File: src/include/ll_settings.svh
`ifndef LL_SETTINGS_SVH
`define LL_SETTINGS_SVH

// Both short FIFOs hold 2**FIFO_DEPTH_LOG2 entries
`define FIFO_DEPTH_LOG2 4

// Flag positions in the packed 19-bit word
`define F19_OCC_BIT 18
`define F19_EOF_BIT 17
`define F19_SOF_BIT 16

`endif

File: src/rtl/ll_types_pkg.sv
package ll_types_pkg;

   // One byte of the link-layer stream
   typedef logic [7:0] ll_byte_t;

   // Byte with its frame flags as held in the input FIFO
   // Layout is {eof, sof, byte}
   typedef logic [9:0] ll_entry_t;

   localparam int LL_ENTRY_EOF_BIT = 9;
   localparam int LL_ENTRY_SOF_BIT = 8;

endpackage

File: src/rtl/f19_types_pkg.sv
package f19_types_pkg;

   // Packed output word
   // {occ, eof, sof, first byte, second byte}
   typedef logic [18:0] f19_word_t;

   // Packer states
   typedef enum logic [1:0] {
      PACK_EMPTY      = 2'd0,
      PACK_HALF       = 2'd1,
      PACK_HALF_WRITE = 2'd3
   } pack_state_t;

endpackage

File: src/rtl/fifo_short.sv
`timescale 1ns/1ps

`include "ll_settings.svh"

module fifo_short #(
   parameter int WIDTH      = 19,
   parameter int DEPTH_LOG2 = `FIFO_DEPTH_LOG2
) (
   input  logic             clk,
   input  logic             arst_n_i,
   input  logic             clear_i,

   input  logic [WIDTH-1:0] data_i,
   input  logic             src_rdy_i,
   output logic             dst_rdy_o,

   output logic [WIDTH-1:0] data_o,
   output logic             src_rdy_o,
   input  logic             dst_rdy_i
);

   localparam int DEPTH = 1 << DEPTH_LOG2;

   logic [WIDTH-1:0]      mem [DEPTH];
   logic [DEPTH_LOG2-1:0] wr_ptr;
   logic [DEPTH_LOG2-1:0] rd_ptr;
   // One bit wider than the pointers so full and empty differ
   logic [DEPTH_LOG2:0]   count;
   logic                  push;
   logic                  pop;

   // Ready on the input side only looks at our own fill level
   assign dst_rdy_o = ~count[DEPTH_LOG2];
   assign src_rdy_o = (count != '0);
   assign data_o    = mem[rd_ptr];

   assign push = src_rdy_i & dst_rdy_o;
   assign pop  = src_rdy_o & dst_rdy_i;

   always_ff @(posedge clk) begin
      if (push) begin
         mem[wr_ptr] <= data_i;
      end
   end

   always_ff @(posedge clk or negedge arst_n_i) begin
      if (!arst_n_i) begin
         wr_ptr <= '0;
         rd_ptr <= '0;
         count  <= '0;
      end else if (clear_i) begin
         wr_ptr <= '0;
         rd_ptr <= '0;
         count  <= '0;
      end else begin
         if (push) begin
            wr_ptr <= wr_ptr + 1'b1;
         end
         if (pop) begin
            rd_ptr <= rd_ptr + 1'b1;
         end
         case ({push, pop})
            2'b10:   count <= count + 1'b1;
            2'b01:   count <= count - 1'b1;
            default: count <= count;
         endcase
      end
   end

   a_count_in_range: assert property (
      @(posedge clk) disable iff (!arst_n_i)
      count <= DEPTH
   );

   // Head entry must hold until the reader takes it
   a_hold_while_stalled: assert property (
      @(posedge clk) disable iff (!arst_n_i)
      (src_rdy_o && !dst_rdy_i && !clear_i) |=> (src_rdy_o && $stable(data_o))
   );

endmodule

File: src/rtl/ll8_pack_core.sv
`timescale 1ns/1ps

`include "ll_settings.svh"

module ll8_pack_core (
   input  logic                      clk,
   input  logic                      arst_n_i,
   input  logic                      clear_i,

   input  ll_types_pkg::ll_entry_t   in_entry_i,
   input  logic                      in_src_rdy_i,
   output logic                      in_dst_rdy_o,

   output f19_types_pkg::f19_word_t  out_word_o,
   output logic                      out_src_rdy_o,
   input  logic                      out_dst_rdy_i
);

   import ll_types_pkg::*;
   import f19_types_pkg::*;

   pack_state_t state;
   ll_byte_t    in_byte;
   logic        in_sof;
   logic        in_eof;
   ll_byte_t    hold_byte;
   logic        hold_sof;
   logic        load_first;

   assign in_byte = in_entry_i[7:0];
   assign in_sof  = in_entry_i[LL_ENTRY_SOF_BIT];
   assign in_eof  = in_entry_i[LL_ENTRY_EOF_BIT];

   // In PACK_EMPTY every offered byte is taken
   assign load_first = (state == PACK_EMPTY) & in_src_rdy_i;

   always_ff @(posedge clk) begin
      if (load_first) begin
         hold_byte <= in_byte;
         hold_sof  <= in_sof;
      end
   end

   always_ff @(posedge clk or negedge arst_n_i) begin
      if (!arst_n_i) begin
         state <= PACK_EMPTY;
      end else if (clear_i) begin
         state <= PACK_EMPTY;
      end else begin
         case (state)
            PACK_EMPTY: begin
               if (in_src_rdy_i) begin
                  state <= in_eof ? PACK_HALF_WRITE : PACK_HALF;
               end
            end
            PACK_HALF: begin
               // Second byte and the word move on the same edge
               if (in_src_rdy_i && out_dst_rdy_i) begin
                  state <= PACK_EMPTY;
               end
            end
            PACK_HALF_WRITE: begin
               if (out_dst_rdy_i) begin
                  state <= PACK_EMPTY;
               end
            end
            default: state <= PACK_EMPTY;
         endcase
      end
   end

   assign in_dst_rdy_o  = (state == PACK_EMPTY) |
                          ((state == PACK_HALF) & out_dst_rdy_i);
   assign out_src_rdy_o = (state == PACK_HALF_WRITE) |
                          ((state == PACK_HALF) & in_src_rdy_i);

   always_comb begin
      out_word_o                 = '0;
      out_word_o[`F19_OCC_BIT]   = (state == PACK_HALF_WRITE);
      out_word_o[`F19_EOF_BIT]   = (state == PACK_HALF_WRITE) |
                                   ((state == PACK_HALF) & in_eof);
      out_word_o[`F19_SOF_BIT]   = hold_sof;
      out_word_o[15:8]           = hold_byte;
      // Don't care for an occupied word
      out_word_o[7:0]            = in_byte;
   end

   a_state_legal: assert property (
      @(posedge clk) disable iff (!arst_n_i)
      state inside {PACK_EMPTY, PACK_HALF, PACK_HALF_WRITE}
   );

endmodule

File: src/rtl/ll8_to_fifo19.sv
`timescale 1ns/1ps

`include "ll_settings.svh"

module ll8_to_fifo19 (
   input  logic                      clk,
   input  logic                      arst_n_i,
   input  logic                      clear_i,

   input  ll_types_pkg::ll_byte_t    ll_data_i,
   input  logic                      ll_sof_i,
   input  logic                      ll_eof_i,
   input  logic                      ll_src_rdy_i,
   output logic                      ll_dst_rdy_o,

   output f19_types_pkg::f19_word_t  f19_data_o,
   output logic                      f19_src_rdy_o,
   input  logic                      f19_dst_rdy_i
);

   import ll_types_pkg::*;
   import f19_types_pkg::*;

   ll_entry_t in_entry;
   logic      in_src_rdy;
   logic      in_dst_rdy;
   f19_word_t pack_word;
   logic      pack_src_rdy;
   logic      pack_dst_rdy;

   // Head FIFO keeps the packer's ready path off the input port
   fifo_short #(
      .WIDTH      ($bits(ll_entry_t)),
      .DEPTH_LOG2 (`FIFO_DEPTH_LOG2)
   ) u_head_fifo (
      .clk        (clk),
      .arst_n_i   (arst_n_i),
      .clear_i    (clear_i),
      .data_i     ({ll_eof_i, ll_sof_i, ll_data_i}),
      .src_rdy_i  (ll_src_rdy_i),
      .dst_rdy_o  (ll_dst_rdy_o),
      .data_o     (in_entry),
      .src_rdy_o  (in_src_rdy),
      .dst_rdy_i  (in_dst_rdy)
   );

   ll8_pack_core u_pack (
      .clk            (clk),
      .arst_n_i       (arst_n_i),
      .clear_i        (clear_i),
      .in_entry_i     (in_entry),
      .in_src_rdy_i   (in_src_rdy),
      .in_dst_rdy_o   (in_dst_rdy),
      .out_word_o     (pack_word),
      .out_src_rdy_o  (pack_src_rdy),
      .out_dst_rdy_i  (pack_dst_rdy)
   );

   // Tail FIFO keeps the output port off the packer's ready path
   fifo_short #(
      .WIDTH      ($bits(f19_word_t)),
      .DEPTH_LOG2 (`FIFO_DEPTH_LOG2)
   ) u_tail_fifo (
      .clk        (clk),
      .arst_n_i   (arst_n_i),
      .clear_i    (clear_i),
      .data_i     (pack_word),
      .src_rdy_i  (pack_src_rdy),
      .dst_rdy_o  (pack_dst_rdy),
      .data_o     (f19_data_o),
      .src_rdy_o  (f19_src_rdy_o),
      .dst_rdy_i  (f19_dst_rdy_i)
   );

endmodule

File: config.mk
export PLATFORM = sky130hd
export DESIGN_NAME = ll8_to_fifo19
export DESIGN_NICKNAME = d
export VERILOG_FILES = /design/src/rtl/ll_types_pkg.sv /design/src/rtl/f19_types_pkg.sv /design/src/rtl/fifo_short.sv /design/src/rtl/ll8_pack_core.sv /design/src/rtl/ll8_to_fifo19.sv
export VERILOG_INCLUDE_DIRS = /design/src /design/src/include
export SDC_FILE = /design/constraint.sdc
export NUM_CORES = 1
export LEC_CHECK = 0
export ABC_AREA = 1
export BUFFER_PORTS_ARGS = -buffer_cell sky130_fd_sc_hd__buf_2
export CORE_MARGIN = 2
export CORE_UTILIZATION = 55
export DETAILED_ROUTE_END_ITERATION = 10
export PLACE_DENSITY = 0.71
export SETUP_SLACK_MARGIN = 0.5
export SLEW_MARGIN = 30
export SYNTH_ARGS = -nofsm -noshare
export SYNTH_HDL_FRONTEND = slang
export SYNTH_HIERARCHICAL = 1
export SYNTH_SLANG_ARGS = --single-unit
File: constraint.sdc
create_clock -name clk -period 6.2 [get_ports clk]
set_clock_uncertainty 0.05 [all_clocks]
set_input_delay 0.62 -clock clk [delete_from_list [all_inputs] [get_ports clk]]
set_output_delay 0.62 -clock clk [all_outputs]
set_load 0.03 [all_outputs]
==> flow_summary.toml <==
[final_layout]
antenna_cells = 0
ff_latch_area_um2 = 14900
layout-drive-gt1-share_pct = 10.2
fin_util_pct = 61.3
multi_input_area_um2 = 4930
fillers = 2751
syn_to_final_growth_pct = 9.39
nets = 1673

[floorplan]
ios = 36
start_util_pct = 56.0
dieArea_um2 = 38900
coreArea_um2 = 36700
die_w_um = 197
num_rows = 70
die_y_um = 197

[worst_setup_path]
crit_required_ns = 5.53
endpoint_kind = "primary output"
path_class = "reg2out"
critPathLaunchType = "register"
cp_max_fo = 154
worstPathArrival_ns = 3.01
regToRegSetupSlack_ns = 3.09
r2r_end = "u_tail_fifo/mem[0][5]"
reg2regPathDepth = 8
r2r-start = "u_head_fifo/rd_ptr[0]"

[logic_synthesis]
synth.most_common_cell = "edfxtp_1"
avgSynthCellArea_um2 = 12.6
synth.area.top_cells = "edfxtp_1 (69%), nor2_1 (7.1%), o21ai_0 (5.5%), o211ai_1 (4.2%), dfrtp_1 (3.4%)"
synth.net_count = 1665
synth_cell_types = 38
ys_async_sr_fraction_pct = 5.59
synth_edf_count = 473
synth-seq-cells = 501
synth_area_um2 = 20500
syn_inst = 1632
ys.flop_type = "edfxtp_1"
synth-seq-area-share_pct = 72.5
yosysWarningCount = 6
synth_top_area_share_pct = 69.1
synth_largest_area_cell = "edfxtp_1"
synth_common_cells = "edfxtp_1 (473), nor2_1 (391), o21ai_0 (224)"

[place]
dp_hpwl_mm = 24.7
gp_congestion = 0.787
port-buffer-count = 35

[routing]
routed_wl_mm = 45.2
drt_first_pass_iters = 5
ant_nets = 0
drt_iter0_markers = 1225
drc = 0
viasPerCell = 5.94
vias = 12700
routedWlPerCell_um = 21.1

[hold_path]
hp-class = "in2async"

[flow_run]
maxCapViolations = 0

[clocking]
post_cts_buffers = 0
cts_tree = "built"
ctsResizeCount = 0
cts.sinks = 501
clk_latency_ns = 0.57
htree_levels = 2
cts-root-buf = "clkbuf_16"
ctsHoldBuffers = 0
clk_pin_slew_ns = 0.06
cts_buffers = 49
clk_path_buf_depth = 3

[timing]
setup_viol = 0
max_slew.worst_pin.slew_ns = 0.984
final.min_clock_period_ns = 3.68
timing.final.crit_share_pct = 59.4
slew_viol_final = 0
max_freq_mhz = 272
fin_setup_tns_ns = 0
hold_viol = 0
rsz0062_at_grt = "no"
slew_headroom_pct = 34.3

[global_routing]
antenna_found_initial = 0
globalRouteOverflowTotal = 0
grt_pass1_vias = 12200
grt_pass1_wl_mm = 68.8
grt_use_total_pct = 23.4
grt_max_degree = 155

[power_and_ir_drop]
peakVddDrop_uv = 365
p_per_area_nw_per_um2 = 437
p_leak_nw = 7.43

[status]
outcome = "completed"
==> worst max-delay path: stages, from the launching register on <==
cell and delay (ns):
dfrtp_4 0.65, inv_8 0.67, nor2_1 0.10, nor2_1 0.14, o21ai_0 0.12, o211ai_1 0.14, nand3_1 0.19, nand2_1 0.15
buf_2 0.21
==> sequential cells by signal, indices dropped and copies added, names as in the netlist <==
| register | cells |
|---|---|
| u_head_fifo/count | 5 |
| u_head_fifo/mem | 160 |
| u_head_fifo/rd_ptr | 4 |
| u_head_fifo/wr_ptr | 4 |
| u_pack/hold_byte | 8 |
| u_pack/hold_sof | 1 |
| u_pack/state | 2 |
| u_tail_fifo/count | 5 |
| u_tail_fifo/mem | 304 |
| u_tail_fifo/rd_ptr | 4 |
| u_tail_fifo/wr_ptr | 4 |
==> kinds of logic after synthesis <==
kind of cell    count (synthesis)  synth area share, %
simple gates                  572                 11.3
flops                         501                 72.5
compound gates                387                 10.9
buf+inv                       148                 3.84
fa+ha+maj                      18                 1.17
xor+xnor                        6                0.256
==> final cells by class <==
class                      instances  area share [%]
inverter                          45           0.807
clock buffer                      64            5.89
clock inverter                    20           0.768
multi-input combinational        983            21.9
sequential                       501            66.4
tap                              468            2.61
timing repair buffer              60            1.63
==> worst max-delay path by stage <==
| stage | end | startpoint | depth (start not counted) |
|---|---|---|---|
| 5_1_grt | f19_data_o[10] | u_tail_fifo/rd_ptr[0] | 8 |
| 2_1_floorplan | u_tail_fifo/mem[11][0] | u_head_fifo/count[4] | 8 |
| 6_report | f19_data_o[10] | u_tail_fifo/rd_ptr[0] | 8 |
| 3_3_place_gp | u_tail_fifo/mem[1][17] | u_head_fifo/rd_ptr[2] | 6 |
| 3_5_place_dp | u_tail_fifo/mem[1][17] | u_head_fifo/rd_ptr[2] | 6 |
| 4_1_cts | f19_data_o[3] | u_tail_fifo/rd_ptr[0] | 6 |
==> through the flow <==
stage	cell area [um^2]	hold slack [ns]	total power [W]	instances	setup WS, ns
floorplan	20500	0.274	0.00644	1632	3.62
global route	22500	0.0891	0.0103	2141	2.36
finish	22500	0.0404	0.00982	2141	2.52
CTS	22500	0.0567	0.00987	2141	2.43
detailed placement	21000	0.459	0.00709	2057	2.92
global placement	20900	0.449	0.00701	2057	2.94
==> placed cells by master (no fill, tap or decap), drive strengths merged, types with 3 or more instances in the layout <==
| master | n |
|---|---|
| a21oi | 17 |
| buf | 60 |
| bufinv | 3 |
| clkbuf | 64 |
| clkinv | 16 |
| dfrtp | 28 |
| edfxtp | 473 |
| ha | 16 |
| inv | 46 |
| nand2 | 93 |
| nand3 | 81 |
| nor2 | 393 |
| nor3 | 3 |
| o211ai | 116 |
| o21ai | 249 |
| xor2 | 4 |
==> report_power, final <==
group	switching, W	leakage [nW]	internal [W]
logic	0.00181	2.06	0.000660
registers	0.000258	4.64	0.00430
clock network	0.00117	0.728	0.00162
total	0.00324	7.43	0.00658
==> routing by layer <==
layer / GRT usage (%) / part of all wire [%]
met1: 31.1 / 41
met2: 40.2 / 49
met3: 3.19 / 7.1
met4: 7.30 / 2.5
met5: 0 / 0
Power figures use the tool's default switching activity.
